<file path="src/mipsPkg.sv">
`default_nettype none

package mipsPkg;

  // major opcodes handled by this core
  typedef enum logic [5:0] {
    OpSpecial = 6'h00,
    OpJal     = 6'h03,
    OpBeq     = 6'h04,
    OpBne     = 6'h05,
    OpAddiu   = 6'h09,
    OpSlti    = 6'h0a,
    OpAndi    = 6'h0c,
    OpOri     = 6'h0d,
    OpLui     = 6'h0f,
    OpLb      = 6'h20,
    OpLh      = 6'h21,
    OpLw      = 6'h23,
    OpLbu     = 6'h24,
    OpLhu     = 6'h25,
    OpSb      = 6'h28,
    OpSh      = 6'h29,
    OpSw      = 6'h2b
  } opcodeT;

  // SPECIAL function field
  typedef enum logic [5:0] {
    FnSll  = 6'h00,
    FnSrl  = 6'h02,
    FnAddu = 6'h21,
    FnSubu = 6'h23,
    FnAnd  = 6'h24,
    FnOr   = 6'h25,
    FnXor  = 6'h26,
    FnSlt  = 6'h2a,
    FnSltu = 6'h2b
  } functT;

  typedef enum logic [3:0] {
    AluAdd,
    AluSub,
    AluAnd,
    AluOr,
    AluXor,
    AluSlt,
    AluSltu,
    AluSll,
    AluSrl,
    AluLui
  } aluOpT;

  typedef enum logic [1:0] {
    MemByte = 2'd0,
    MemHalf = 2'd1,
    MemWord = 2'd2
  } memSizeT;

  // link writes PC+4 plus 4
  typedef enum logic [1:0] {
    WbAlu  = 2'd0,
    WbMem  = 2'd1,
    WbLink = 2'd2
  } wbSrcT;

  localparam int DataMemWords    = 256;
  localparam int DataMemAddrBits = $clog2(DataMemWords);

endpackage

`default_nettype wire

</file>
<file path="src/aluExecute.sv">
`default_nettype none

module aluExecute (
  input  wire mipsPkg::aluOpT AluOp,
  input  wire                 AluSrcImm,
  input  wire [31:0]          OperandA,
  input  wire [31:0]          OperandB,
  input  wire [4:0]           Shamt,
  input  wire [31:0]          Imm,
  input  wire [31:0]          PcPlus4Ex,
  input  wire                 Branch,
  input  wire                 BranchNe,
  output logic [31:0]         AluResult,
  output logic                Zero,
  output logic [31:0]         BranchTarget,
  output logic                BranchTaken
);

  logic [31:0] aluB;

  assign aluB = AluSrcImm ? Imm : OperandB;

  always_comb begin
    case (AluOp)
      mipsPkg::AluAdd:  AluResult = OperandA + aluB;
      mipsPkg::AluSub:  AluResult = OperandA - aluB;
      mipsPkg::AluAnd:  AluResult = OperandA & aluB;
      mipsPkg::AluOr:   AluResult = OperandA | aluB;
      mipsPkg::AluXor:  AluResult = OperandA ^ aluB;
      mipsPkg::AluSlt:  AluResult = {31'd0, $signed(OperandA) < $signed(aluB)};
      mipsPkg::AluSltu: AluResult = {31'd0, OperandA < aluB};
      // shifts act on rt
      mipsPkg::AluSll:  AluResult = aluB << Shamt;
      mipsPkg::AluSrl:  AluResult = aluB >> Shamt;
      mipsPkg::AluLui:  AluResult = {aluB[15:0], 16'd0};
      default:          AluResult = '0;
    endcase
  end

  assign Zero = (AluResult == 32'd0);

  // word offset relative to the delay slot
  assign BranchTarget = PcPlus4Ex + {Imm[29:0], 2'b00};

  // bne flips the sense of the equality test
  assign BranchTaken = Branch && (Zero ^ BranchNe);

endmodule

`default_nettype wire

</file>
<file path="config.mk">
export PLATFORM = sky130hd
export DESIGN_NAME = aluExecute
export DESIGN_NICKNAME = d
export VERILOG_FILES = /design/src/mipsPkg.sv /design/src/aluExecute.sv
export SDC_FILE = /design/constraint.sdc
export NUM_CORES = 1
export LEC_CHECK = 0
export BUFFER_PORTS_ARGS = -buffer_cell sky130_fd_sc_hd__buf_2
export CAP_MARGIN = 15
export CORE_MARGIN = 8
export CORE_UTILIZATION = 45
export DETAILED_ROUTE_END_ITERATION = 10
export PLACE_DENSITY = 0.7
export REMOVE_ABC_BUFFERS = 1
export SYNTH_ARGS = -nofsm -noshare
export SYNTH_HDL_FRONTEND = slang
export SYNTH_SLANG_ARGS = --single-unit
</file>
<file path="constraint.sdc">
create_clock -name vclk -period 9.8
set_input_delay 1.96 -clock vclk [all_inputs]
set_output_delay 1.96 -clock vclk [all_outputs]
set_load 0.02 [all_outputs]
</file>
# Word level (Yosys, flattened, before mapping)
# Cells that the tools add are included.
# classes
add_sub_neg	3
multipliers	0
n_div	0
order_cmp	2
eq_ne	9
shifts	2
n_mux	2
bitwise	4
reduce_logical	3
# ops
operator	n
32-bit case mux with 10 select lines	1
32-bit adder	2
32-bit < comparator	2
32-bit bitwise AND	1
32-bit logical NOT	1
32-bit 2-to-1 mux	1
32-bit OR	1
32-bit by 5-bit left shift with 32-bit output	1
32-bit by 5-bit right shift with 32-bit output	1
32-bit subtractor	1
32-bit XOR	1
4-bit by 3-bit equality test with 1-bit output (second input constant)	4
4-bit by 2-bit equality test with 1-bit output (second input constant)	2
4-bit equality test (second input constant)	2
4-bit by 1-bit equality test with 1-bit output (second input constant)	1
4-bit logical NOT	1
1-bit logical AND	1
1-bit XOR	1
# word_totals
regBits	0
latchBits	0
mem_bits_rw	0
romBits	0
in_bits	140
word_cells	25
memories	0

# Longest topological paths before layout
# depth
word_depth	6
depth_mapped	23
depth_no_buf	17

# Worst setup path after synthesis
# No wires, ideal clock.
# synth_timing
kind	input to output
startpoint	input port AluSrcImm
endpoint	output port BranchTaken
arrival_ps	7925
required_ps	7840
path_slack_ps	-85
path_stages	22
cell_sequence	buf_4 buf_6 buf_4 buf_4 buf_2 buf_1 buf_1 clkbuf_1 mux2i_1 ha_1 clkbuf_1 a211oi_1 a211o_1 a31oi_1 or3_1 a311oi_1 o31ai_1 a21oi_1 mux2_2 a221o_1 nor4_4 mux2i_1
# synth_between
elab_chain_len	6
word_cells_on_any_way	14
cone_classes	2 x add/sub; 2 x order compare; 2 x shift; 2 x mux; 4 x bitwise; 2 x reduce/logical
# synth_rtl
item	line_no	rtl
start, declared	aluExecute.sv:5	input wire AluSrcImm,
32-bit 2-to-1 mux (*)	aluExecute.sv:21	assign aluB = AluSrcImm ? Imm : OperandB;
32-bit subtractor, or another cell as far along	aluExecute.sv:26	mipsPkg::AluSub: AluResult = OperandA - aluB;
32-bit case mux with 10 select lines (*)	aluExecute.sv:24	case (AluOp)
named net AluResult[30]	aluExecute.sv:13	output logic [31:0] AluResult,
32-bit logical NOT (*)	aluExecute.sv:40	assign Zero = (AluResult == 32'd0);
named net Zero	aluExecute.sv:14	output logic Zero,
1-bit XOR (*)	aluExecute.sv:46	assign BranchTaken = Branch && (Zero ^ BranchNe);
1-bit logical AND (*)	aluExecute.sv:46	
end, declared	aluExecute.sv:16	output logic BranchTaken
# Mark *: on every way through the listed nets, which the timed path passes. The rest lies on a longest branch.

# Worst setup path in the final report
# layout_timing
startpoint	input port AluSrcImm
endpoint	output port BranchTaken
# layout_between
elab_chain_len	6
word_cells_on_any_way	14
cone_classes	2 x add/sub; 2 x order compare; 2 x shift; 2 x mux; 4 x bitwise; 2 x reduce/logical
# layout_rtl
item	line_no
32-bit 2-to-1 mux (*)	aluExecute.sv:21
32-bit subtractor, or another cell as far along	aluExecute.sv:26
32-bit case mux with 10 select lines (*)	aluExecute.sv:24
32-bit logical NOT (*)	aluExecute.sv:40
1-bit XOR (*)	aluExecute.sv:46
1-bit logical AND (*)	aluExecute.sv:46
# Mark *: on every way between the ends. The rest lies on a longest branch, timed or not.

==> results.md <==
* Seq/Total Area, Yosys at 0
* Via density at 7.40
* Worst setup SP type: input pin
* Most frequent cells in the layout: 198 x buf_2, 161 x nor2_1, 148 x nand2_1, 131 x a21oi_1, 127 x ha_1
* Sum of negative setup slack at 0 ps
* Area leader, netlist: mux4_2
* Hold WS at ~3900 ps
* IO Port Bufs at between 200 and 250
* Final worst-path cycle share at 0.966
* Initial Utilization at 0.457
* Post-synthesis mux area share at 0.258
* Post-synth design cell area at between 10000 and 15000 um2
* Syn Area/Cell at ~7.5 um2
* Chip Height at 190 um
* CP required at around 7800 ps
* Initial drt markers at 2916
* NumNets Final at 2203
* Layout area overhead at 9.26%
* Post-Synthesis Cells at 1809
* Maxcap violations at 0
* WS Path Type: in2out
* Synth Area in XOR/XNOR at 0.0277
* Max Clock Freq at approximately 110 MHz
* WP data arrival at about 7500 ps
* RSZ-0062 raised after global routing: no
* Antenna violations before repair at 2
* Total GRT Usage at 0.374
* Worst min-delay path class: in2out
* First-pass GRT wire length at ~100000 um
* Post-synthesis compound-gate area fraction at 0.308
* GR Overflow Total at 0
* Pins Over Slew Limit at 0
* Largest family of logic cells by synthesized area: compound AO/OA/AOI/OAI gates
* Core ar. at slightly below 30000 um2
* Worst-path fanout max at 36
* Final Instance Area at roughly 15000 um2
* Worst-Margin Slew at 1190 ps
* Die X-Extent at 190 um
* Commonest non-fill, non-tap cell in the layout: buf_2
* Layout cell share with drive strength beyond 1 at 0.219
* Post-Synth Adder-Cell Area at 0.121
* Largest net degree at the start of global routing at 90
* # clk buffers at 0
* Final Wtd Congestion at around 1.1
* First-pass DRT Iterations at 6
* Reg area at 0 um2
* Post-DP HPWL at 56100 um
* Final Setup Violations at 0
* Setup ws final at 338 ps
* Wire length per cell at around 30 um
* Cell row count at 63
* Post-route DRC at 0
* Synth warn at 0
* Post-cts hold buffer count at 0
* Post-layout min period at between 9000 and 10000 ps
* Synth unique cells at between 90 and 100
* Vias in the first global route at 16200
* Slew headroom at 0.195
* Post-Synth Simple-Gate Area at 0.201
* Seq Cell Count at 0
* Ports at slightly above 200
* Share of the synthesized area in the top cell type at 0.153
* Status: finished, final reports clean
* Via count at 17200
* Fin. Hold Viols at 0
* Die ar. at approximately 36000 um2
* CP endpoint kind: output pin
* Setup Slack @ Placement at about 360 ps
* Antenna viol nets, final at 0
* Final wirelength at just over 70000 um
* Post-Place Cell Area at approximately 15000 um2
* Top cells by area, synth: mux4_2 15%, ha_1 12%, mux2i_1 6.7%, a21oi_1 4.8%, nor2_1 4.4%
-- what timing repair did --
action,CTS,global route
endpoints found under the setup margin,0,1
buffers inserted,0,0
gates resized for setup,0,1
endpoints found under the hold margin,0,0
-- layout make-up --
class | count | area [um2]
diodes | 1 | 2.50
fillers | 3006 | 14900
inverters | 122 | 458
multi-input cells | 1557 | 12500
well taps | 390 | 488
repair buffers | 252 | 1410
-- final timing paths --
| check | endpoint | slack, ps | from | cells past startpoint |
|---|---|---|---|---|
| min | BranchTarget[0] | 3920 | PcPlus4Ex[0] | 0 |
| max | BranchTaken | 340 | AluSrcImm | 17 |
-- logic make-up after synthesis --
kind of cell / Yosys count
compound gates: 597
xor+xnor: 43
fa+ha+maj: 130
simple gates: 560
mux: 227
buf+inv: 252
-- worst max-delay path: stages --
cell and delay, ps:
buf_4 420, mux2i_1 880, inv_1 110, ha_1 300, a2111oi_0 650, a211oi_1 110, a21bo_2 260, a2111oi_0 90
or3_1 410, a311oi_1 530, o31ai_1 150, a21oi_1 170, mux2_2 340, a221o_1 340, nor4_4 360, mux2i_1 210
buf_2 180
-- synth_stat cells, drive strengths merged, types with 12 or more instances --
master	n
a2111oi	15
a211o	12
a211oi	43
a21o	40
a21oi	131
a221o	14
a221oi	21
a22oi	15
a31oi	12
and2	15
buf	65
clkbuf	65
ha	127
inv	121
mux2	42
mux2i	92
mux4	93
nand2	148
nand2b	37
nand3	43
nand4	12
nor2	161
nor2b	19
nor3	46
nor4	15
o211ai	30
o21ai	86
o21bai	17
o221ai	25
o22ai	26
or3	12
xnor2	33
-- through the flow --
stage | cells | util
floorplan | 1679 | -
global placement | 2321 | 0.499
detailed placement | 2321 | 0.499
global route | 2321 | 0.499
CTS | 2321 | 0.499
finish | 2322 | 0.499
-- metal layers --
| metal | share of wire | GRT usage | up-vias |
|---|---|---|---|
| li1 | - | - | 7229 |
| met1 | 0.37 | 0.490 | 8185 |
| met2 | 0.42 | 0.561 | 1466 |
| met3 | 0.13 | 0.0773 | 295 |
| met4 | 0.073 | 0.221 | 2 |
| met5 | 0.00013 | 0 | - |
