### src/mipsPkg.sv
`default_nettype none

package mipsPkg;

  // major opcodes handled by this core
  typedef enum logic [5:0] {
    OpSpecial = 6'h00,
    OpJal     = 6'h03,
    OpBeq     = 6'h04,
    OpBne     = 6'h05,
    OpAddiu   = 6'h09,
    OpSlti    = 6'h0a,
    OpAndi    = 6'h0c,
    OpOri     = 6'h0d,
    OpLui     = 6'h0f,
    OpLb      = 6'h20,
    OpLh      = 6'h21,
    OpLw      = 6'h23,
    OpLbu     = 6'h24,
    OpLhu     = 6'h25,
    OpSb      = 6'h28,
    OpSh      = 6'h29,
    OpSw      = 6'h2b
  } opcodeT;

  // SPECIAL function field
  typedef enum logic [5:0] {
    FnSll  = 6'h00,
    FnSrl  = 6'h02,
    FnAddu = 6'h21,
    FnSubu = 6'h23,
    FnAnd  = 6'h24,
    FnOr   = 6'h25,
    FnXor  = 6'h26,
    FnSlt  = 6'h2a,
    FnSltu = 6'h2b
  } functT;

  typedef enum logic [3:0] {
    AluAdd,
    AluSub,
    AluAnd,
    AluOr,
    AluXor,
    AluSlt,
    AluSltu,
    AluSll,
    AluSrl,
    AluLui
  } aluOpT;

  typedef enum logic [1:0] {
    MemByte = 2'd0,
    MemHalf = 2'd1,
    MemWord = 2'd2
  } memSizeT;

  // link writes PC+4 plus 4
  typedef enum logic [1:0] {
    WbAlu  = 2'd0,
    WbMem  = 2'd1,
    WbLink = 2'd2
  } wbSrcT;

  localparam int DataMemWords    = 256;
  localparam int DataMemAddrBits = $clog2(DataMemWords);

endpackage

`default_nettype wire

### src/memWbResult.sv
`default_nettype none

module memWbResult (
  input  wire                 Clk,
  input  wire                 Reset,
  input  wire                 RegWrite,
  input  wire [4:0]           WriteReg,
  input  wire mipsPkg::wbSrcT WbSrc,
  input  wire [31:0]          AluResult,
  input  wire [31:0]          LoadData,
  input  wire [31:0]          PcPlus4,
  output logic                WbRegWrite,
  output logic [4:0]          WbWriteReg,
  output logic [31:0]         WbData
);

  logic [31:0] resultNext;

  always_comb begin
    case (WbSrc)
      mipsPkg::WbMem:  resultNext = LoadData;
      // return address skips the delay slot
      mipsPkg::WbLink: resultNext = PcPlus4 + 32'd4;
      default:         resultNext = AluResult;
    endcase
  end

  always_ff @(posedge Clk or posedge Reset) begin
    if (Reset) begin
      WbRegWrite <= 1'b0;
      WbWriteReg <= '0;
      WbData     <= '0;
    end else begin
      // r0 is hardwired to zero
      WbRegWrite <= RegWrite && (WriteReg != 5'd0);
      WbWriteReg <= WriteReg;
      WbData     <= resultNext;
    end
  end

endmodule

`default_nettype wire

### config.mk
export PLATFORM = sky130hd
export DESIGN_NAME = memWbResult
export DESIGN_NICKNAME = d
export VERILOG_FILES = /design/src/mipsPkg.sv /design/src/memWbResult.sv
export SDC_FILE = /design/constraint.sdc
export NUM_CORES = 1
export LEC_CHECK = 0
export ABC_CLOCK_PERIOD_IN_PS = 1200
export BUFFER_PORTS_ARGS = -buffer_cell sky130_fd_sc_hd__buf_2
export CORE_ASPECT_RATIO = 0.6
export CORE_MARGIN = 2
export CORE_UTILIZATION = 42
export CTS_CLUSTER_DIAMETER = 200
export DETAILED_ROUTE_END_ITERATION = 8
export GPL_TIMING_DRIVEN = 0
export PLACE_DENSITY = 0.81
export REMOVE_ABC_BUFFERS = 1
export SETUP_SLACK_MARGIN = 0.05
export SLEW_MARGIN = 20
export SYNTH_ARGS = -nofsm -noshare
export SYNTH_HDL_FRONTEND = slang
export SYNTH_SLANG_ARGS = --single-unit
export TNS_END_PERCENT = 10
### constraint.sdc
create_clock -name Clk -period 1.2 [get_ports Clk]
set_input_delay 0.12 -clock Clk [delete_from_list [all_inputs] [get_ports Clk]]
set_output_delay 0.12 -clock Clk [all_outputs]
set_load 0.1 [all_outputs]
After elaboration in Yosys (flattened, before gate mapping)
Cells that the tools add are included.
- add/subtract/negate cells: 1
- equality and inequality tests: 2
- muxes and demuxes: 1
- reductions and logical operators: 2
- operators by type and width (cell ; number):
    $pmux W32 S2 ; 1
    $add A32 B3 Y32 const B ; 1
    $reduce_bool A5 Y1 ; 1
    $eq A2 B1 Y1 const B ; 1
    $eq A2 B2 Y1 const B ; 1
    $logic_and A1 B1 Y1 ; 1
- register bits: 38
- input bits: 106
- output and inout bits: 38
- logic and storage cells: 9

Logic depth before layout (Yosys ltp)
Gate-level depths: netlist of the first run.
- depth in word-level cells: 2
- gate-level depth with buffers: 8
- gate-level depth less buffers: 6

Worst setup path before layout of the first run
OpenSTA, ideal clock, no wires.
- path type: input -> register
- from: in WbSrc[0]
- to: reg WbData[30]
- setup time: 0.074 ns
- arrival: 1.427 ns
- required time: 1.126 ns
- setup slack: -0.301 ns
- cell stages on the path: 8
- path buffers: 3
- cells stage by stage: inv_1 > ha_1 > clkbuf_1 > nor2b_1 > clkbuf_1 > clkbuf_1 > a22oi_1 > o21ai_2
- cells in the longest elaborated chain, start to end: 2
- elaborated cells on any way between the ends: 3
- those cells by class: eq/ne (2); mux (1)
- RTL lines (element ; RTL line ; text):
    start: declaration ; memWbResult.sv:8 ; input wire mipsPkg::wbSrcT WbSrc,
    $eq A2 B2 Y1 or $eq A2 B1 Y1 (tied branches) ; memWbResult.sv:20 ; case (WbSrc)
    $pmux W32 S2 * ; memWbResult.sv:20 ;
    via resultNext[30] ; memWbResult.sv:17 ; logic [31:0] resultNext;
    end signal: assignment ; memWbResult.sv:37 ; WbData <= resultNext;
    end: declaration ; memWbResult.sv:14 ; output logic [31:0] WbData
Mark *: on every way through the listed nets, which the timed path passes. The rest lies on a longest branch.

Worst setup path after layout of the first run
- from: in PcPlus4[14]
- to: reg WbData[18]
- cells in the longest elaborated chain, start to end: 2
- RTL lines (element ; RTL line ; text):
    start: declaration ; memWbResult.sv:11 ; input wire [31:0] PcPlus4,
    $add A32 B3 Y32 ; memWbResult.sv:23 ; mipsPkg::WbLink: resultNext = PcPlus4 + 32'd4;
    $pmux W32 S2 ; memWbResult.sv:20 ;
    via resultNext[18] ; memWbResult.sv:17 ;
The timed path passes the listed nets, and every way through them passes these cells.

==> run metrics, run 1 <==
result of the run complete, but fails checks; violated checks negative setup slack; total of warnings raised by yosys 0; initial standard-cell utilization of the core 42.9%; gp weighted congestion a little under 0.8; final total power 4710 uW; I/O Buffers 143; CP max stage delay 0.63 ns; depth of the worst hold-timing path 3; sum of routed wire length over all layers 6680 um; detailed placement HPWL 4900 um; ys async rst share 100%; per-cell routed wire length 15.1 um; area growth from synthesis to layout 63.1%; number of buffers created by CTS 5; sink count of the clock tree 38; die outline area 5690 um2; die width 96.0 um; RSZ-0062 raised after global routing true; max-cap violations 0; part of the Yosys area used for sequential elements 44.5%; number of flops mapped to enable cells by yosys 0; Avg Inst Size Synth 9.66 um2; worst min-delay path category in -> reg; fraction of final layout cells with drive strength greater than 1 between 50% and 60%; Mapped Area 2130 um2; maximum fanout count along the critical path 8; launching element of the worst setup path PcPlus4[14]; most frequent cell after synthesis sky130_fd_sc_hd__dfrtp_1; diode count 0; Floorplan Core Area 4980 um2; final standard cell count with taps included and fillers excluded 442; VDD IR max 0.821 mV; first-pass GRT wire length 10100 um; critical path buffer and inverter count 2; post-synthesis sequential element count 38; maximum frequency from static timing analysis 0.737 GHz; list of most frequent post-synthesis cells sky130_fd_sc_hd__dfrtp_1, sky130_fd_sc_hd__o21ai_0, sky130_fd_sc_hd__a22oi_1; worst hold start AluResult[10]; worst setup path class in -> reg; fraction of synthesized cell area taken by the top area cell type ~45%; standard-cell row count 20; clock tree from TritonCTS built; register clock-pin slew on the reported worst setup and hold paths 0.08 ns; number of cells in the design after placement 420; utilization of the core after routing 69.9%; relative slew slack around 70%; CP required 1.42 ns; number of detailed-route iterations in the first pass 4; time the final worst path needs with I/O delays and setup ~1.4 ns; Final setup viols 11; Longest Clk Path Bufs 2; final routed DRC violation total 0; final critical-path share of the clock period 113%; type of destination of the critical path flop; CTS root buffer sky130_fd_sc_hd__clkbuf_8; H-tree levels 2; global-route usage over all layers 23.5%; top cells by area, synth sky130_fd_sc_hd__dfrtp_1, sky130_fd_sc_hd__a22oi_1, sky130_fd_sc_hd__o21ai_0; slew of the pin with the lowest slew margin 0.441 ns; DR vias/cell 5.15; count of final hold-check violations 0; drt initial violations 88; number of slew-limit violations in the final report 0; pin count of the biggest net entering global routing 25; number of primary I/O pins 144; sum of overflow across all layers after global routing 0; minimum setup slack after placement -0.986 ns; crit path cell chain buf_2, nand3_4, or4_4, buf_4, nor3_4, o21ai_2, a2bb2oi_2; Crit-path slowest cell sky130_fd_sc_hd__or4_4; cell class contributing the biggest share of worst-path delay simple AND/OR/NAND/NOR gates; die extent in y a little under 60 um; number of antenna violations at the first check in global routing 0; final critical-path setup slack -0.156 ns; net count of the finished layout 484; Post-Syn Instances 221; number of antenna-violating nets in the routed design 0; end point of the most critical hold path WbData[10]; leading area contributor after synthesis sky130_fd_sc_hd__dfrtp_1; sort of element at the start of the critical path primary input; via count of the first global-routing pass 2177; most used flip-flop cell after synthesis sky130_fd_sc_hd__dfrtp_1; P_leak 0.00166 uW; unique cell type count in the Yosys netlist 33; via count 2277; power density over cell area 1350 nW/um2; arrival time reported for the critical path endpoint 1.57 ns
-- layout by cell type, fill, tap and decap left out, types with 3 or more instances in the layout --
cell type | synthesis | routed
sky130_fd_sc_hd__a21oi_1 | 4 | 4
sky130_fd_sc_hd__a22oi_1 | 27 | 27
sky130_fd_sc_hd__and3_1 | 3 | 3
sky130_fd_sc_hd__and4_1 | 3 | 3
sky130_fd_sc_hd__buf_2 | 0 | 99
sky130_fd_sc_hd__buf_4 | 0 | 16
sky130_fd_sc_hd__buf_6 | 1 | 5
sky130_fd_sc_hd__clkbuf_4 | 0 | 30
sky130_fd_sc_hd__clkbuf_8 | 0 | 6
sky130_fd_sc_hd__dfrtp_1 | 38 | 38
sky130_fd_sc_hd__dlygate4sd3_1 | 0 | 6
sky130_fd_sc_hd__inv_1 | 9 | 7
sky130_fd_sc_hd__nand2_1 | 17 | 15
sky130_fd_sc_hd__nand3_1 | 12 | 10
sky130_fd_sc_hd__nand4_1 | 8 | 8
sky130_fd_sc_hd__nor2_1 | 5 | 4
sky130_fd_sc_hd__nor4_4 | 3 | 4
sky130_fd_sc_hd__o21ai_0 | 28 | 23
sky130_fd_sc_hd__o21ai_1 | 1 | 5
sky130_fd_sc_hd__xnor2_1 | 12 | 10
sky130_fd_sc_hd__xor2_1 | 15 | 15
-- power breakdown --
group | switching (uW) | leakage [uW] | internal [uW] | total [uW]
Sequential | 37.9 | 0.000466 | 1410 | 1450
Clock | 467 | 0.0000714 | 887 | 1350
Combinational | 1420 | 0.00112 | 488 | 1910
-- how the worst max path moves through the flow --
| stage | endpoint | slack (ns) | depth (start not counted) |
|---|---|---|---|
| after floorplan | WbData[30] | -0.70 | 5 |
| after global placement | WbData[28] | -1.47 | 6 |
| after detailed placement | WbData[25] | -0.99 | 6 |
| after CTS | WbData[30] | -0.14 | 6 |
| after global routing | WbData[18] | -0.20 | 7 |
| final | WbData[18] | -0.16 | 7 |
-- cell families (layout without fill, tap and decap cells) --
kind of cell	Yosys count	after routing	synth area share [%]
AO/OA/AOI/OAI	68	68	20.3
XOR/XNOR	27	27	11.1
adder cells (fa/ha/maj)	3	3	1.76
buffers and inverters	20	175	3.87
flip-flops	38	38	44.5
AND/OR/NAND/NOR	65	65	18.5
-- metal layers --
metal | GRT usage [%] | up-vias | wire length [um] | share of wire [%]
met2 | 38.8 | 89 | 3140 | 47
met4 | 6.53 | 0 | 72 | 1.1
met3 | 5.85 | 7 | 478 | 7.2
li1 | - | 1122 | - | -
met1 | 31.1 | 1059 | 2980 | 45
met5 | 0 | - | 0 | 0
-- final cells by class --
class	count	area, um2
timing repair buffer	158	1000
tap	66	82.6
sequential	38	951
clock inverter	2	60.1
clock buffer	6	82.6
fill	398	1500
inverter	9	37.5
multi-input combinational	163	1260
-- through the flow --
stage / instance area, um2 / hold slack [ns] / setup TNS [ns]
floorplan: 2090 / 0.151 / -15.43
finish: 3480 / 0.0314 / -0.831
global route: 3480 / 0.0262 / -1.88
detailed placement: 2920 / 0.150 / -22.30
CTS: 3370 / 0.0284 / -0.633
global placement: 2880 / 0.245 / -46.95
-- sequential cells by signal, summed over array words and instances, names as in the netlist --
register / flops
WbData: 32
WbWriteReg: 5
WbRegWrite: 1
-- repair_timing --
item | 4_1_cts | 5_1_grt
buffers inserted | 7 | 1
gates resized for setup | 43 | 36
pin swaps | 16 | 7
hold endpoints to repair | 24 | 0
hold buffers | 6 | 0
setup endpoints to repair | 64 | 51
No activity file was read; power rests on OpenSTA's default activity.
==> run 2: changes to the inputs <==
--- a/config.mk
+++ b/config.mk
@@ -7,13 +7,15 @@
 export LEC_CHECK = 0
 export ABC_CLOCK_PERIOD_IN_PS = 1200
 export BUFFER_PORTS_ARGS = -buffer_cell sky130_fd_sc_hd__buf_2
+export CELL_PAD_IN_SITES_DETAIL_PLACEMENT = 1
+export CELL_PAD_IN_SITES_GLOBAL_PLACEMENT = 1
 export CORE_ASPECT_RATIO = 0.6
 export CORE_MARGIN = 2
-export CORE_UTILIZATION = 42
+export CORE_UTILIZATION = 29
 export CTS_CLUSTER_DIAMETER = 200
 export DETAILED_ROUTE_END_ITERATION = 8
 export GPL_TIMING_DRIVEN = 0
-export PLACE_DENSITY = 0.81
+export PLACE_DENSITY_LB_ADDON = 0.1
 export REMOVE_ABC_BUFFERS = 1
 export SETUP_SLACK_MARGIN = 0.05
 export SLEW_MARGIN = 20
==> run 2 against run 1 <==
The flow still finishes with violations (negative setup slack). Total power rose by 4.4%. Sequential share of layout area is 0.81 points lower. Maximum frequency is 3.0% lower. Sequential power about the same. Largest power group unchanged. Sequential cell count stayed put. Die area increased by 42%. Critical endpoint is now WbData[21]. Global-route usage decreased by 3.1 points. Non-clock buffer count grew 6. Worst hold slack gained 0.015 ns.
==> run metrics, run 2 (synthesis gave the netlist of run 1 again) <==
Detail Route met2 WL 3440 um (was 3140 um); sink count of the clock tree 38 (unchanged); total area of sequential cells 951 um2 (unchanged); worst setup path class in -> reg (unchanged); die outline area 8090 um2 (was 5690 um2); part of the total power dissipated in the clock network 31.2% (was 28.7%); area of the multi-input gates 1270 um2 (was 1260 um2); standard-cell row count 24 (was 20); first-pass GRT wire length 12800 um (was 10100 um); via count of the first global-routing pass 2394 (was 2177); RSZ-0062 raised after global routing true (unchanged); die width 115 um (was 96.0 um); drt initial violations 83 (was 88); launching element of the worst setup path PcPlus4[9] (was PcPlus4[14]); Flop pwr share 29.6% (was 30.8%); maximum frequency from static timing analysis 0.715 GHz (was 0.737 GHz); number of cells in the design after placement 445 (was 420); final standard cell count with taps included and fillers excluded 473 (was 442); filler cell count in the final layout 846 (was 398); met1 layer wirelength in the final routing 3860 um (was 2980 um); fraction of final layout cells with drive strength greater than 1 51.0% (was 50.0%); gp weighted congestion 0.728 (was 0.780); time the final worst path needs with I/O delays and setup 1.40 ns (was 1.36 ns); result of the run complete, but fails checks (unchanged); final total power 4920 uW (was 4710 uW); initial standard-cell utilization of the core 29.6% (was 42.9%); reported net switching power 2030 uW (was 1930 uW); DR vias/cell 4.89 (was 5.15); count of final hold-check violations 0 (unchanged); number of antenna violations at the first check in global routing 0 (unchanged); most common cell after layout, fill and taps aside sky130_fd_sc_hd__buf_2 (unchanged); final critical-path share of the clock period 117% (was 113%); area growth from synthesis to layout 68.1% (was 63.1%); VDD IR max 0.631 mV (was 0.821 mV); met3 routed wirelength 605 um (was 478 um); via count 2315 (was 2277); relative slew slack 67.8% (was 70.5%); max FFs per register 32 (unchanged); die extent in y 70.5 um (was 59.2 um); violated checks negative setup slack (unchanged); net count of the finished layout 490 (was 484); sum of routed wire length over all layers 7970 um (was 6680 um); number of buffers created by CTS 5 (unchanged); Combinational Power Share 39.2% (was 40.5%); per-cell routed wire length 16.8 um (was 15.1 um); Top Registers WbData x32, WbWriteReg x5, WbRegWrite x1 (unchanged); worst hold start AluResult[0] (was AluResult[10]); arrival time reported for the critical path endpoint 1.56 ns (was 1.57 ns); Switching Share 41.3% (was 40.9%); diode count 0 (unchanged); number of slew-limit violations in the final report 0 (unchanged); sum of overflow across all layers after global routing 0 (unchanged); Final setup viols 8 (was 11); sort of element at the start of the critical path primary input (unchanged); maximum fanout count along the critical path 8 (unchanged); slew of the pin with the lowest slew margin 0.486 ns (was 0.441 ns); number of detailed-route iterations in the first pass 4 (unchanged); number of antenna-violating nets in the routed design 0 (unchanged); final routed DRC violation total 0 (unchanged); Power Internal 2890 uW (was 2790 uW); worst min-delay path category in -> reg (unchanged); type of destination of the critical path flop (unchanged); CP required 1.36 ns (was 1.42 ns); Longest Clk Path Bufs 2 (unchanged); most used cells in the layout excluding fill and tap cells sky130_fd_sc_hd__buf_2, sky130_fd_sc_hd__dfrtp_1, sky130_fd_sc_hd__buf_4 (was sky130_fd_sc_hd__buf_2, sky130_fd_sc_hd__dfrtp_1, sky130_fd_sc_hd__clkbuf_4); clock tree from TritonCTS built (unchanged); I/O Buffers 143 (unchanged); global-route usage over all layers 20.4% (was 23.5%); H-tree levels 2 (unchanged); max-cap violations 0 (unchanged); pin count of the biggest net entering global routing 25 (unchanged); P_leak 0.00169 uW (was 0.00166 uW); number of primary I/O pins 144 (unchanged); largest register by flop count WbData (unchanged); Top Metal Used met4 (unchanged); detailed placement HPWL 5860 um (was 4900 um); Floorplan Core Area 7210 um2 (was 4980 um2); register clock-pin slew on the reported worst setup and hold paths 0.06 ns (was 0.08 ns); final critical-path setup slack -0.199 ns (was -0.156 ns); CTS root buffer sky130_fd_sc_hd__clkbuf_16 (was sky130_fd_sc_hd__clkbuf_8); power density over cell area 1370 nW/um2 (was 1350 nW/um2)
-- run 2: metal layers --
layer  global-route usage [%]  vias up
li1                         -     1136
met5                        0        -
met3                     5.47        4
met2                     29.6       82
met4                     4.55        0
met1                     30.2     1093
-- run 2: layout make-up --
class                      count  area share, %
clock buffer                   5           3.49
sequential                    38           26.5
multi-input combinational    163           35.5
timing repair buffer         164           29.0
tap                           91           3.17
clock inverter                 3           1.26
inverter                       9           1.05
-- run 2: final timing paths --
check                      cells past startpoint         end  slack [ns]
setup / recovery                               7  WbData[21]       -0.20
hold / removal                                 3   WbData[0]        0.05
max in group asynchronous                      4  WbData[25]        0.35
min in group asynchronous                      3  WbData[15]        0.40
-- run 2: power groups by stage --
stage	logic [uW]	clock network [uW]	registers [uW]
global placement	1730	0	1470
CTS	1900	1570	1450
finish	1930	1530	1460
global route	2040	1640	1470
floorplan	277	0	2470
detailed placement	1760	0	1470
-- run 2: repair_timing --
| item | CTS | global route |
|---|---|---|
| pin swaps | 17 | 5 |
| gates resized for setup | 54 | 27 |
| endpoints found under the setup margin | 51 | 43 |
| endpoints found under the hold margin | 22 | 0 |
| hold buffers | 6 | 0 |
| setup buffers | 12 | 2 |
-- run 2: stage by stage --
| stage | hold slack [ns] | area (um2) | util (%) | worst slack [ns] | TNS [ns] |
|---|---|---|---|---|---|
| after floorplan | 0.151 | 2090 | - | -0.701 | -15.43 |
| after global placement | 0.241 | 2920 | 40.5 | -1.66 | -54.92 |
| after detailed placement | 0.165 | 2950 | 40.9 | -1.07 | -24.17 |
| after CTS | 0.0470 | 3490 | 48.5 | -0.180 | -0.864 |
| after global routing | 0.0658 | 3590 | 49.8 | -0.253 | -2.47 |
| final | 0.0459 | 3590 | 49.8 | -0.199 | -0.958 |
-- run 2: critical path, cell delays in order --
cell and delay (ns):
sky130_fd_sc_hd__buf_8 0.07, sky130_fd_sc_hd__nand4_1 0.14, sky130_fd_sc_hd__or4_4 0.65, sky130_fd_sc_hd__buf_4 0.19
sky130_fd_sc_hd__nor4_4 0.15, sky130_fd_sc_hd__xnor2_1 0.15, sky130_fd_sc_hd__o21ai_1 0.07
