## src/mipsPkg.sv

```systemverilog
`default_nettype none

package mipsPkg;

  // major opcodes handled by this core
  typedef enum logic [5:0] {
    OpSpecial = 6'h00,
    OpJal     = 6'h03,
    OpBeq     = 6'h04,
    OpBne     = 6'h05,
    OpAddiu   = 6'h09,
    OpSlti    = 6'h0a,
    OpAndi    = 6'h0c,
    OpOri     = 6'h0d,
    OpLui     = 6'h0f,
    OpLb      = 6'h20,
    OpLh      = 6'h21,
    OpLw      = 6'h23,
    OpLbu     = 6'h24,
    OpLhu     = 6'h25,
    OpSb      = 6'h28,
    OpSh      = 6'h29,
    OpSw      = 6'h2b
  } opcodeT;

  // SPECIAL function field
  typedef enum logic [5:0] {
    FnSll  = 6'h00,
    FnSrl  = 6'h02,
    FnAddu = 6'h21,
    FnSubu = 6'h23,
    FnAnd  = 6'h24,
    FnOr   = 6'h25,
    FnXor  = 6'h26,
    FnSlt  = 6'h2a,
    FnSltu = 6'h2b
  } functT;

  typedef enum logic [3:0] {
    AluAdd,
    AluSub,
    AluAnd,
    AluOr,
    AluXor,
    AluSlt,
    AluSltu,
    AluSll,
    AluSrl,
    AluLui
  } aluOpT;

  typedef enum logic [1:0] {
    MemByte = 2'd0,
    MemHalf = 2'd1,
    MemWord = 2'd2
  } memSizeT;

  // link writes PC+4 plus 4
  typedef enum logic [1:0] {
    WbAlu  = 2'd0,
    WbMem  = 2'd1,
    WbLink = 2'd2
  } wbSrcT;

  localparam int DataMemWords    = 256;
  localparam int DataMemAddrBits = $clog2(DataMemWords);

endpackage

`default_nettype wire

```

## src/controlDecoder.sv

```systemverilog
`default_nettype none

module controlDecoder (
  input  wire                    Clk,
  input  wire                    Reset,
  input  wire                    InstrValid,
  input  wire [31:0]             Instr,
  input  wire [31:0]             RsValue,
  input  wire [31:0]             RtValue,
  input  wire [31:0]             PcPlus4,
  output mipsPkg::aluOpT         AluOp,
  output logic                   AluSrcImm,
  output logic                   MemRead,
  output logic                   MemWrite,
  output mipsPkg::memSizeT       MemSize,
  output logic                   MemUnsigned,
  output logic                   Branch,
  output logic                   BranchNe,
  output logic                   RegWrite,
  output mipsPkg::wbSrcT         WbSrc,
  output logic [31:0]            OperandA,
  output logic [31:0]            OperandB,
  output logic [4:0]             Shamt,
  output logic [31:0]            Imm,
  output logic [31:0]            StoreData,
  output logic [31:0]            PcPlus4Ex,
  output logic [4:0]             WriteReg
);

  mipsPkg::opcodeT  opcode;
  mipsPkg::functT   funct;
  mipsPkg::memSizeT accessSize;
  logic             immZeroExt;
  logic [31:0]      immNext;

  mipsPkg::aluOpT   aluOpNext;
  mipsPkg::memSizeT memSizeNext;
  mipsPkg::wbSrcT   wbSrcNext;
  logic             aluSrcImmNext;
  logic             memReadNext;
  logic             memWriteNext;
  logic             memUnsignedNext;
  logic             branchNext;
  logic             branchNeNext;
  logic             regWriteNext;
  logic [4:0]       writeRegNext;

  assign opcode = mipsPkg::opcodeT'(Instr[31:26]);
  assign funct  = mipsPkg::functT'(Instr[5:0]);

  // logical immediates are zero-extended
  assign immZeroExt = (opcode == mipsPkg::OpAndi) || (opcode == mipsPkg::OpOri);
  assign immNext    = immZeroExt ? {16'd0, Instr[15:0]} : {{16{Instr[15]}}, Instr[15:0]};

  // access size sits in the low opcode bits of loads and stores
  always_comb begin
    if (Instr[27]) begin
      accessSize = mipsPkg::MemWord;
    end else if (Instr[26]) begin
      accessSize = mipsPkg::MemHalf;
    end else begin
      accessSize = mipsPkg::MemByte;
    end
  end

  always_comb begin
    // bubble unless a known instruction says otherwise
    aluOpNext       = mipsPkg::AluAdd;
    aluSrcImmNext   = 1'b0;
    memReadNext     = 1'b0;
    memWriteNext    = 1'b0;
    memSizeNext     = mipsPkg::MemWord;
    memUnsignedNext = 1'b0;
    branchNext      = 1'b0;
    branchNeNext    = 1'b0;
    regWriteNext    = 1'b0;
    wbSrcNext       = mipsPkg::WbAlu;
    writeRegNext    = Instr[20:16];
    if (InstrValid) begin
      case (opcode)
        mipsPkg::OpSpecial: begin
          writeRegNext = Instr[15:11];
          regWriteNext = 1'b1;
          case (funct)
            mipsPkg::FnAddu: aluOpNext = mipsPkg::AluAdd;
            mipsPkg::FnSubu: aluOpNext = mipsPkg::AluSub;
            mipsPkg::FnAnd:  aluOpNext = mipsPkg::AluAnd;
            mipsPkg::FnOr:   aluOpNext = mipsPkg::AluOr;
            mipsPkg::FnXor:  aluOpNext = mipsPkg::AluXor;
            mipsPkg::FnSlt:  aluOpNext = mipsPkg::AluSlt;
            mipsPkg::FnSltu: aluOpNext = mipsPkg::AluSltu;
            mipsPkg::FnSll:  aluOpNext = mipsPkg::AluSll;
            mipsPkg::FnSrl:  aluOpNext = mipsPkg::AluSrl;
            default:         regWriteNext = 1'b0;
          endcase
        end
        mipsPkg::OpAddiu, mipsPkg::OpSlti, mipsPkg::OpAndi, mipsPkg::OpOri,
        mipsPkg::OpLui: begin
          aluSrcImmNext = 1'b1;
          regWriteNext  = 1'b1;
          case (opcode)
            mipsPkg::OpSlti: aluOpNext = mipsPkg::AluSlt;
            mipsPkg::OpAndi: aluOpNext = mipsPkg::AluAnd;
            mipsPkg::OpOri:  aluOpNext = mipsPkg::AluOr;
            mipsPkg::OpLui:  aluOpNext = mipsPkg::AluLui;
            default:         aluOpNext = mipsPkg::AluAdd;
          endcase
        end
        mipsPkg::OpLb, mipsPkg::OpLh, mipsPkg::OpLw, mipsPkg::OpLbu,
        mipsPkg::OpLhu: begin
          aluSrcImmNext   = 1'b1;
          memReadNext     = 1'b1;
          memSizeNext     = accessSize;
          memUnsignedNext = Instr[28];
          regWriteNext    = 1'b1;
          wbSrcNext       = mipsPkg::WbMem;
        end
        mipsPkg::OpSb, mipsPkg::OpSh, mipsPkg::OpSw: begin
          aluSrcImmNext = 1'b1;
          memWriteNext  = 1'b1;
          memSizeNext   = accessSize;
        end
        mipsPkg::OpBeq, mipsPkg::OpBne: begin
          aluOpNext    = mipsPkg::AluSub;
          branchNext   = 1'b1;
          branchNeNext = (opcode == mipsPkg::OpBne);
        end
        mipsPkg::OpJal: begin
          regWriteNext = 1'b1;
          wbSrcNext    = mipsPkg::WbLink;
          writeRegNext = 5'd31;
        end
        default: begin
        end
      endcase
    end
  end

  // decode/execute boundary
  always_ff @(posedge Clk or posedge Reset) begin
    if (Reset) begin
      AluOp       <= mipsPkg::AluAdd;
      AluSrcImm   <= 1'b0;
      MemRead     <= 1'b0;
      MemWrite    <= 1'b0;
      MemSize     <= mipsPkg::MemWord;
      MemUnsigned <= 1'b0;
      Branch      <= 1'b0;
      BranchNe    <= 1'b0;
      RegWrite    <= 1'b0;
      WbSrc       <= mipsPkg::WbAlu;
      OperandA    <= '0;
      OperandB    <= '0;
      Shamt       <= '0;
      Imm         <= '0;
      StoreData   <= '0;
      PcPlus4Ex   <= '0;
      WriteReg    <= '0;
    end else begin
      AluOp       <= aluOpNext;
      AluSrcImm   <= aluSrcImmNext;
      MemRead     <= memReadNext;
      MemWrite    <= memWriteNext;
      MemSize     <= memSizeNext;
      MemUnsigned <= memUnsignedNext;
      Branch      <= branchNext;
      BranchNe    <= branchNeNext;
      RegWrite    <= regWriteNext;
      WbSrc       <= wbSrcNext;
      OperandA    <= RsValue;
      OperandB    <= RtValue;
      Shamt       <= Instr[10:6];
      Imm         <= immNext;
      StoreData   <= RtValue;
      PcPlus4Ex   <= PcPlus4;
      WriteReg    <= writeRegNext;
    end
  end

endmodule

`default_nettype wire

```

## config.mk

```make
export PLATFORM = sky130hd
export DESIGN_NAME = controlDecoder
export DESIGN_NICKNAME = d
export VERILOG_FILES = /design/src/mipsPkg.sv /design/src/controlDecoder.sv
export SDC_FILE = /design/constraint.sdc
export NUM_CORES = 1
export LEC_CHECK = 0
export BUFFER_PORTS_ARGS = -buffer_cell sky130_fd_sc_hd__clkbuf_2
export CORE_UTILIZATION = 25
export DETAILED_ROUTE_END_ITERATION = 10
export PLACE_DENSITY_LB_ADDON = 0.2
export SETUP_SLACK_MARGIN = 0.15
export SYNTH_ARGS = -nofsm -noshare
export SYNTH_HDL_FRONTEND = slang
export SYNTH_SLANG_ARGS = --single-unit
```

## constraint.sdc

```tcl
create_clock -name Clk -period 5 [get_ports Clk]
set_input_delay 1 -clock Clk [delete_from_list [all_inputs] [get_ports Clk]]
set_output_delay 1 -clock Clk [all_outputs]
set_load 0.01 [all_outputs]
```

### After elaboration in Yosys (flattened, before gate mapping)

Cells that the tools add are included.
W data, S select, Z words.

* equal/unequal tests: 24
* muxes and demuxes: 28
* reductions and logical operators: 11

Operators by type and width (count)
* $eq A6 B6 Y1 const B: 15
* $mux W32: 1
* $pmux W4 S8: 1
* $eq A6 B4 Y1 const B: 5
* $pmux W4 S4: 1
* $mux W1: 15
* $reduce_or A13 Y1: 1
* $eq A6 B2 Y1 const B: 2
* $eq A6 B3 Y1 const B: 2
* $logic_not A6 Y1: 2
* $pmux W4 S3: 1
* $reduce_or A11 Y1: 1
* $pmux W5 S2: 1
* $reduce_or A5 Y1: 2
* $reduce_or A9 Y1: 1
* $mux W2: 4
* $reduce_or A8 Y1: 1
* $mux W5: 1
* $mux W4: 1
* $pmux W2 S2: 1
* $reduce_or A3 Y1: 1
* $pmux W1 S2: 1
* $reduce_or A2 Y1: 1
* $logic_or A1 B1 Y1: 1

* flip-flop bits (word level): 153
* input bits: 131
* logic and storage cells: 79

### Depth between registers and ports, before layout

Gate-level depths: netlist of the first run.

* depth in word-level cells: 5
* mapped depth: 5
* mapped depth without buffers: 4

### Least setup slack after synthesis of the first run

No wires, ideal clock.

* path type: input port to flip-flop
* from: input port Instr[31]
* to: register WriteReg[0]
* library setup time: 0.120 ns
* data arrival time: 2.274 ns
* path slack: 2.607 ns
* stages on the path: 5
* cell sequence: or3b_1 -> or3_1 -> clkbuf_2 -> o31a_1 -> o22a_2

* cells in the longest elaborated chain, start to end: 3
* elaborated cells between the ends (all ways): 4

RTL lines
* start: declaration: RTL line controlDecoder.sv:7 `input wire [31:0] Instr,`
* $eq A6 B2 Y1 / $logic_not A6 Y1 (equally long branches): RTL line controlDecoder.sv:80 `case (opcode)`
* $pmux W5 S2 (*): RTL line controlDecoder.sv:80
* $mux W5 (*): RTL line controlDecoder.sv:79 `if (InstrValid) begin`
* via writeRegNext[0]: RTL line controlDecoder.sv:46 `logic [4:0] writeRegNext;`
* end signal: assignment: RTL line controlDecoder.sv:176 `WriteReg <= writeRegNext;`
* end: declaration: RTL line controlDecoder.sv:27 `output logic [4:0] WriteReg`

Mark *: on every way through the listed nets, which the timed path passes. The rest lies on a longest branch.

### Final worst setup path of the first run

Same ends and word-level chain as after synthesis.

==> results.md, run 1 <==
- Status: finished clean
- Met1 usage: 13.20%
- M2 GR Usage: 22.88%
- Post-Syn Instances: 301
- Initial Util: 25.57%
- Sequential fraction of the synthesis area: 74.71%
- CP Data Required Time: 5350 ps
- Die W: 135.0 µm
- Syn_area_per_cell: 14.69 µm²
- # rows: 48
- Placed Area: 5821 µm²
- GR peak layer: met2
- Cell depth of the worst hold path: 1
- Fin. Hold Viols: 0
- Initial antenna violation count: 0
- Sw Ratio: 23.16%
- Main synth FF type: dfrtp_1
- Cell internal pwr: 2.030 mW
- Arr. time, crit path: 2710 ps
- Core Footprint: 17300 µm²
- Post_cts resized: 0
- Drt initial violations: 65
- Clock tree root buffer cell: clkbuf_16
- Dpl hpwl: 9.330 mm
- Number of synthesized register bits: 132
- Number of synthesized flops with an enable pin: 0
- Fill cells: 1698
- Yosys top cell area share: 74.12%
- Final instance area: 6427 µm²
- GRT Resource Usage Total: 13.02%
- Final setup margin: 2642 ps
- Number of diodes: 0
- MaxCap Viol Count: 0
- Synth Warn #: 0
- Leakage: 3.379 nW
- Largest net degree at the start of global routing: 94
- HP Class: primary input to register
- Fmax: 424.0 MHz
- # DRC: 0
- Grt total ovfl: 0
- Setup_tns: 0 ps
- Non-Filler Instances: 802
- Synth Net Count: 432
- DR WL/cell: 14.86 µm
- Final #Nets: 696
- Comb power frac: 8.9%
- Clock sinks: 132
- CTS buffer count: 17
- H-tree levels: 4
- Post-CTS Setup Bufs: 0
- DIE HEIGHT: 135.0 µm
- Pre-CTS setup slack: 2215 ps
- Fin crit period: 2358 ps
- Flop pwr share: 43.2%
- Via density: 3.974
- CP endpoint kind: register
- Hold_ws: 691.5 ps
- Routed vias: 3187
- Syn-to-layout area delta: 45.32%
- Synth cell types: 44
- Setup violators final: 0
- Layout cells sized above 1: 60.66%
- Crit path kind: primary input to register
- First-pass GRT wire length: 17.34 mm
- Longest Clk Path Bufs: 2
- Max-slew violation count: 0
- Final period utilization: 47.17%
- CTS tree: built
- DP Cell Count: 771
- Clock power share: 47.9%
- Met3 Usage GRT: 5.781%
- Crit path launch type: primary input
- Cell taking the most area after synthesis: dfrtp_1
- IO Count: 316
- Clock slew at reported path FFs: 60 ps
- Largest cells by area after synthesis: dfrtp_1 74%, buf_4 9.0%, nand2b_1 1.3%
- Sw power: 0.6116 mW
- ANT nets after route: 0
- Synth async-reset ratio: 100.0%
- Final wirelength: 11.91 mm
- Slew HR: 44.67%
- Pre-antenna DRT Iters: 4
- Max VDD drop: 0.2131 mV
- GPL Wtd Cong: 0.7675
- Vias in the first global route: 3081
- Power density over the cells: 410.9 nW/µm²
- CTS Hold Bufs: 0
- RSZ-0062 raised after global routing: false
- Synth Cell Area: 4423 µm²
- CP max FO: 11
- Full die area: 18230 µm²
- Port Buffers: 310
- Slew @ Worst Pin: 830.0 ps
-- stage by stage --
step,power (mW),util (%)
after detailed placement,1.400,33.65
after floorplan,1.285,-
after global routing,2.758,37.16
after global placement,1.397,33.65
final,2.641,37.16
after CTS,2.687,37.16
-- cells in the final DEF, fill, tap and decap left out, types with 4 or more instances in the layout --
cell type / count
o31a_1: 5
or3_1: 4
o22a_2: 4
clkbuf_16: 17
nor2b_1: 4
dfrtp_1: 131
nand2b_1: 9
nand2_1: 7
a21oi_1: 6
nor2_1: 12
clkbuf_2: 310
-- synth_stat cells (all sizes together), types with 2 or more instances --
master	number
dfrtp	131
buf	53
clkbuf	13
nor2	12
nand2b	9
nand2	7
a21oi	6
o22a	6
o31a	5
inv	4
nor2b	4
or3	4
a211oi	3
nor3	3
nor4	3
o21ai	3
o31ai	3
or3b	3
a221o	2
and3b	2
mux2i	2
nor3b	2
o22ai	2
xnor2	2
-- power groups by stage --
stage | registers [mW] | clock network [mW] | logic [mW]
after floorplan | 1.19 | 0 | 0.0998
after global placement | 1.16 | 0 | 0.238
after detailed placement | 1.16 | 0 | 0.240
after CTS | 1.14 | 1.31 | 0.241
after global routing | 1.14 | 1.35 | 0.259
final | 1.14 | 1.27 | 0.235
-- cells by family (layout without fill, tap and decap cells) --
logic type	after synthesis	in the layout	synth area share (%)
and+or+nand+nor	56	56	7.157
AOI/OAI and AO/OA	38	38	6.620
DFF	132	132	74.71
buffers and inverters	70	346	10.47
muxes	2	2	0.4526
xor gates and xnor gates	3	3	0.5942
-- worst max-delay path, cell delays in order --
cell and delay (ps):
clkbuf_2 180, or3b_1 490, or3_1 480, nor2_1 360, o22a_2 200
-- per-layer routing --
metal	part of all wire, %	routed length [µm]
met1	35	4140
met2	54	6453
met3	9.2	1097
met4	1.9	223
met5	0	0
-- state kept, by name, summed over array words and instances (netlist names), 2 cells and up --
signal / count
OperandA: 32
PcPlus4Ex: 32
StoreData: 32
WriteReg: 5
Imm: 17
WbSrc: 2
MemSize: 2
AluOp: 4
-- final timing paths --
path / startpoint / slack, ps / to
min in group asynchronous: Reset / 760 / OperandA[15]$_DFF_PP0_
min: Instr[6] / 690 / Imm[6]$_DFF_PP0_
max: Instr[31] / 2640 / WriteReg[0]$_DFF_PP0_
max in group asynchronous: Reset / 3180 / MemSize[1]$_DFF_PP1_
-- layout make-up --
type,instances,area (µm²),share of cell area [%]
Multi-Input combinational cell,99,655.6,10.20
Tap cell,225,281.5,4.380
Inverter,4,20.02,0.3115
Sequential cell,132,3304,51.41
Timing Repair Buffer,311,1559,24.26
Clock inverter,12,153.9,2.394
Clock buffer,19,452.9,7.047
Power figures use the tool's default switching activity.
==> run 2: changes to the inputs <==
==> constraint.sdc (replaced) <==
create_clock -name Clk -period 1.9 [get_ports Clk]
set_input_delay 0.38 -clock Clk [delete_from_list [all_inputs] [get_ports Clk]]
set_output_delay 0.38 -clock Clk [all_outputs]
set_load 0.01 [all_outputs]
==> results.md, run 2 (same netlist as run 1, synthesis figures left out) <==
- Status: finished clean (unchanged)
- Post-CTS Setup Bufs: 0 (unchanged)
- Initial antenna violation count: 0 (unchanged)
- GPL Wtd Cong: 0.7903 (was 0.7675)
- Core Footprint: 17300 µm² (unchanged)
- GRT Resource Usage Total: 13.48% (was 13.02%)
- Dpl hpwl: 9.854 mm (was 9.330 mm)
- Sw power: 1.701 mW (was 0.6116 mW)
- DIE HEIGHT: 135.0 µm (unchanged)
- # DRC: 0 (unchanged)
- Clock sinks: 132 (unchanged)
- Full die area: 18230 µm² (unchanged)
- Hold_ws: 70.51 ps (was 691.5 ps)
- Clock tree root buffer cell: clkbuf_16 (unchanged)
- CTS buffer count: 17 (unchanged)
- Initial Util: 25.57% (unchanged)
- Comb power frac: 9.5% (was 8.9%)
- DR WL/cell: 15.15 µm (was 14.86 µm)
- Setup violators final: 0 (unchanged)
- Largest regs: OperandA (32), PcPlus4Ex (32), StoreData (32) (unchanged)
- Longest Clk Path Bufs: 2 (unchanged)
- Cell internal pwr: 5.068 mW (was 2.030 mW)
- Fin crit period: 1577 ps
- HP Class: primary input to asynchronous set/reset pin (was primary input to register)
- CP endpoint kind: output port (was register)
- Slew @ Worst Pin: 543.4 ps (was 830.0 ps)
- Flop pwr share: 44.3% (was 43.2%)
- ANT nets after route: 0 (unchanged)
- First-pass GRT wire length: 17.97 mm (was 17.34 mm)
- Fill cells: 1738 (was 1698)
- Critical-path cell list: clkbuf_2 (was clkbuf_2 > or3b_1 > or3_1 > nor2_1 > o22a_2)
- Vias in the first global route: 3255 (was 3081)
- Arr. time, crit path: 1200 ps (was 2710 ps)
- Crit path kind: register to output port (was primary input to register)
- Slew HR: 63.78% (was 44.67%)
- Max VDD drop: 0.5335 mV (was 0.2131 mV)
- Pre-antenna DRT Iters: 4 (unchanged)
- H-tree levels: 4 (unchanged)
- Final period utilization: 82.98%
- Max-slew violation count: 0 (unchanged)
- Number of diodes: 0 (unchanged)
- Final setup margin: 323.3 ps (was 2642 ps)
- Syn-to-layout area delta: 46.70% (was 45.32%)
- RSZ-0062 raised after global routing: false (unchanged)
- Die W: 135.0 µm (unchanged)
- Grt total ovfl: 0 (unchanged)
- Power density over the cells: 1043 nW/µm² (was 410.9 nW/µm²)
- Final #Nets: 707 (was 696)
- Leakage: 3.408 nW (was 3.379 nW)
- Crit path launch type: register (was primary input)
- Clock slew at reported path FFs: 60 ps (about the same)
- Via density: 3.989 (was 3.974)
- Fmax: 634.3 MHz
- CP max FO: 16 (was 11)
- Post_cts resized: 0 (unchanged)
- Clock power share: 46.2% (was 47.9%)
- CP top delay family: flip-flops (was simple AND/OR/NAND/NOR gates)
- Final wirelength: 12.33 mm (was 11.91 mm)
- Placed Area: 5917 µm² (was 5821 µm²)
- CTS Hold Bufs: 0 (unchanged)
- Port Buffers: 310 (unchanged)
- Non-Filler Instances: 814 (was 802)
- Drt initial violations: 63 (was 65)
- Sw Ratio: 25.13% (was 23.16%)
- WP buf/inv: 1 (unchanged)
- CP Data Required Time: 1520 ps (was 5350 ps)
- DP Cell Count: 782 (was 771)
- IO Count: 316 (unchanged)
- Fin. Hold Viols: 0 (unchanged)
- Layout cells sized above 1: 61.46% (was 60.66%)
- # rows: 48 (unchanged)
- Pre-CTS setup slack: -18.24 ps (was 2215 ps)
- Routed vias: 3247 (was 3187)
- MaxCap Viol Count: 0 (unchanged)
- Largest stage delay, worst path: 580 ps (was 490 ps)
- Largest net degree at the start of global routing: 92 (was 94)
- Final instance area: 6489 µm² (was 6427 µm²)
- CTS tree: built (unchanged)
- Commonest non-fill, non-tap cell in the layout: clkbuf_2 (unchanged)
- Slowest CP cell: dfrtp_1 (was or3b_1)
- Most frequent cells in the layout: 310 x clkbuf_2, 131 x dfrtp_1, 17 x clkbuf_16, 12 x nor2_1, 11 x buf_4 (was 310 x clkbuf_2, 131 x dfrtp_1, 17 x clkbuf_16, 12 x nor2_1, 9 x nand2b_1)
==> run 2: cell types whose count changed in the layout (fill, tap and decap cells not counted), moves of 3 or more <==
cell / change
clkinv_2: -3
clkinvlp_4: +3
inv_6: +3
buf_4: +10
==> run 2: final timing paths <==
path / startpoint / endpoint / depth (start not counted) / slack [ps]
min in group Clk: RtValue[10] / StoreData[10]$_DFF_PP0_ / 1 / 70
worst max-delay path: Imm[30]$_DFF_PP0_ / Imm[30] / 1 / 320
worst min-delay path: Reset / OperandA[19]$_DFF_PP0_ / 3 / 70
max in group asynchronous: Reset / MemSize[1]$_DFF_PP1_ / 3 / 1370
==> run 2: power by group through the flow <==
| stage | logic, mW | clock network, mW | registers [mW] |
|---|---|---|---|
| after floorplan | 0.265 | 0 | 3.12 |
| after global placement | 0.648 | 0 | 3.05 |
| after detailed placement | 0.653 | 0 | 3.05 |
| after CTS | 0.655 | 3.24 | 3.00 |
| after global routing | 0.704 | 3.35 | 3.01 |
| final | 0.640 | 3.13 | 3.00 |
==> run 2: worst min-delay path: stages <==
cell	delay, ps
clkbuf_2	100
clkinvlp_4	80
buf_12	360
==> run 2: metal layers <==
layer	vias to the layer above	wire, µm	global-route usage, %
li1	1512	-	-
met1	1568	4446	14.15
met2	153	6808	24.28
met3	14	870	4.354
met4	0	208	6.367
met5	-	0	0
==> run 2: area by class of cell <==
type	count	area (µm²)	area share, %
sequential	132	3304	50.93
timing repair buffer	322	1654	25.49
multi-input combinational	99	658.1	10.14
clock buffer	18	429.2	6.614
tap	225	281.5	4.339
clock inverter	14	142.6	2.198
inverter	4	18.77	0.2892
==> run 2: per-stage QoR <==
stage | power (mW) | util (%) | setup TNS, ps
6_report | 6.769 | 37.51 | 0
5_1_grt | 7.067 | 37.51 | 0
4_1_cts | 6.895 | 37.51 | 0
3_5_place_dp | 3.706 | 34.21 | -41.30
3_3_place_gp | 3.697 | 34.21 | 0
2_1_floorplan | 3.384 | - | -15250
==> run 3: changes to the inputs <==
==> constraint.sdc (replaced) <==
create_clock -name Clk -period 1.3 [get_ports Clk]
set_input_delay 0.26 -clock Clk [delete_from_list [all_inputs] [get_ports Clk]]
set_output_delay 0.26 -clock Clk [all_outputs]
set_load 0.01 [all_outputs]
==> results.md, run 3 (same netlist as run 1, synthesis figures left out) <==
- Max VDD drop: 0.8888 mV (was 0.5335 mV)
- # rows: 48 (unchanged)
- MaxCap Viol Count: 0 (unchanged)
- Slew @ Worst Pin: 378.8 ps (was 543.4 ps)
- Routed vias: 3792 (was 3247)
- Critical-path cell list: buf_6 > clkbuf_2 (was clkbuf_2)
- Placed Area: 6136 µm² (was 5917 µm²)
- Leakage: 4.084 nW (was 3.408 nW)
- Largest net degree at the start of global routing: 69 (was 92)
- DIE HEIGHT: 135.0 µm (unchanged)
- First-pass GRT wire length: 20.68 mm (was 17.97 mm)
- Initial antenna violation count: 0 (unchanged)
- Slew HR: 74.74% (was 63.78%)
- Layout cells sized above 1: 55.42% (was 61.46%)
- Via density: 4.013 (was 3.989)
- Final setup margin: -39.60 ps (was 323.3 ps)
- # DRC: 0 (unchanged)
- CP endpoint kind: output port (unchanged)
- H-tree levels: 4 (unchanged)
- CTS tree: built (unchanged)
- Core Footprint: 17300 µm² (unchanged)
- Full die area: 18230 µm² (unchanged)
- Largest stage delay, worst path: 420 ps (was 580 ps)
- Final instance area: 8158 µm² (was 6489 µm²)
- Syn-to-layout area delta: 84.44% (was 46.70%)
- Clock tree root buffer cell: clkbuf_16 (unchanged)
- Failing checks: setup timing
- Pre-antenna DRT Iters: 4 (unchanged)
- GRT Resource Usage Total: 15.13% (was 13.48%)
- Dpl hpwl: 10.00 mm (was 9.854 mm)
- Grt total ovfl: 0 (unchanged)
- Fin. Hold Viols: 0 (unchanged)
- Fin crit period: 1340 ps
- Final wirelength: 13.91 mm (was 12.33 mm)
- HP Class: primary input to register (was primary input to asynchronous set/reset pin)
- CTS buffer count: 17 (unchanged)
- Setup violators final: 16 (was 0)
- Arr. time, crit path: 1080 ps (was 1200 ps)
- Status: finished with violations (was finished clean)
- DP Cell Count: 803 (was 782)
- Commonest non-fill, non-tap cell in the layout: clkbuf_2 (unchanged)
- CP max FO: 8 (was 16)
- Non-Filler Instances: 945 (was 814)
- ANT nets after route: 0 (unchanged)
- Most frequent cells in the layout: 139 x clkbuf_2, 130 x dfrtp_1, 127 x buf_2, 108 x dlygate4sd3_1 (was 310 x clkbuf_2, 131 x dfrtp_1, 17 x clkbuf_16, 12 x nor2_1, 11 x buf_4)
- RSZ-0062 raised after global routing: true (was false)
- IO Count: 316 (unchanged)
- CP Data Required Time: 1040 ps (was 1520 ps)
- Crit path launch type: register (unchanged)
- DR WL/cell: 14.72 µm (was 15.15 µm)
- Fmax: 746.5 MHz
- Max-slew violation count: 0 (unchanged)
- Clock slew at reported path FFs: 60 ps (about the same)
- Longest Clk Path Bufs: 2 (unchanged)
- Number of diodes: 0 (unchanged)
- GPL Wtd Cong: 0.7533 (was 0.7903)
- Clock sinks: 132 (unchanged)
- Initial Util: 25.57% (unchanged)
- Slowest CP cell: dfrtp_2 (was dfrtp_1)
- Port Buffers: 310 (unchanged)
- Power density over the cells: 1276 nW/µm² (was 1043 nW/µm²)
- Vias in the first global route: 3920 (was 3255)
- Drt initial violations: 86 (was 63)
- Crit path kind: register to output port (unchanged)
- Largest regs: OperandA (32), PcPlus4Ex (32), StoreData (32) (unchanged)
- Die W: 135.0 µm (unchanged)
- Final period utilization: 103.0%
- Final #Nets: 838 (was 707)
[run 3: changes by cell type in the layout (fill, tap and decap cells not counted), sizes merged]
cell / previous run / this run
buf: 12 / 193
clkbuf: 328 / 170
dlygate4sd3: 0 / 108
clkinv: 0 / 4
clkinvlp: 6 / 4
inv: 11 / 9
[run 3: area by class of cell]
cell class | count | area, µm²
Sequential cell | 132 | 3306
Fill cell | 1566 | 9139
Tap cell | 225 | 281.5
Timing Repair Buffer | 453 | 3243
Multi-Input combinational cell | 99 | 724.4
Clock buffer | 18 | 439.2
Inverter | 4 | 18.77
Clock inverter | 14 | 145.1
[run 3: stage by stage]
step	utilization [%]	power, mW	hold WS, ps	worst slack [ps]	TNS [ps]
after floorplan	-	4.969	291.4	-596.4	-80120
after global placement	35.47	5.469	368.7	-483.5	-3604
after detailed placement	35.47	5.486	369.6	-505.3	-3793
after CTS	46.03	10.51	4.813	-60.31	-936.2
after global routing	47.16	10.90	2.971	-84.73	-1340
final	47.16	10.41	30.11	-39.60	-571.7
[run 3: what timing repair did]
item                                   in CTS  in global routing
gates resized for setup                    23                195
setup endpoints to repair                 190                193
hold buffers                              108                  0
buffers inserted                            2                  0
endpoints found under the hold margin     217                  0
[run 3: power by group]
group | switching [mW] | internal [mW] | leakage (nW)
clock network | 1.91 | 2.74 | 0.278
logic | 0.612 | 0.758 | 2.24
registers | 0.0816 | 4.31 | 1.57
[run 3: worst max-delay path: cells and delay by family, from the launching register on]
family / cells / cell delay [ps]
flip-flops: 1 / 420
buffers and inverters: 2 / 260
[run 3: worst paths after layout]
kind,endpoint,cells past startpoint,start,slack (ps)
setup / recovery,Imm[24],2,Imm[30]$_DFF_PP0_,-40
hold / removal,Imm[4]$_DFF_PP0_,1,Instr[4],30
max in group asynchronous,MemSize[1]$_DFF_PP1_,4,Reset,420
min in group asynchronous,StoreData[0]$_DFF_PP0_,4,Reset,530
[run 3: metal layers]
layer | track usage, % | vias to the layer above | part of all wire, %
li1 | - | 1774 | -
met1 | 15.23 | 1853 | 34
met2 | 28.72 | 151 | 56
met3 | 4.767 | 14 | 7.4
met4 | 5.868 | 0 | 1.8
met5 | 0 | - | 0
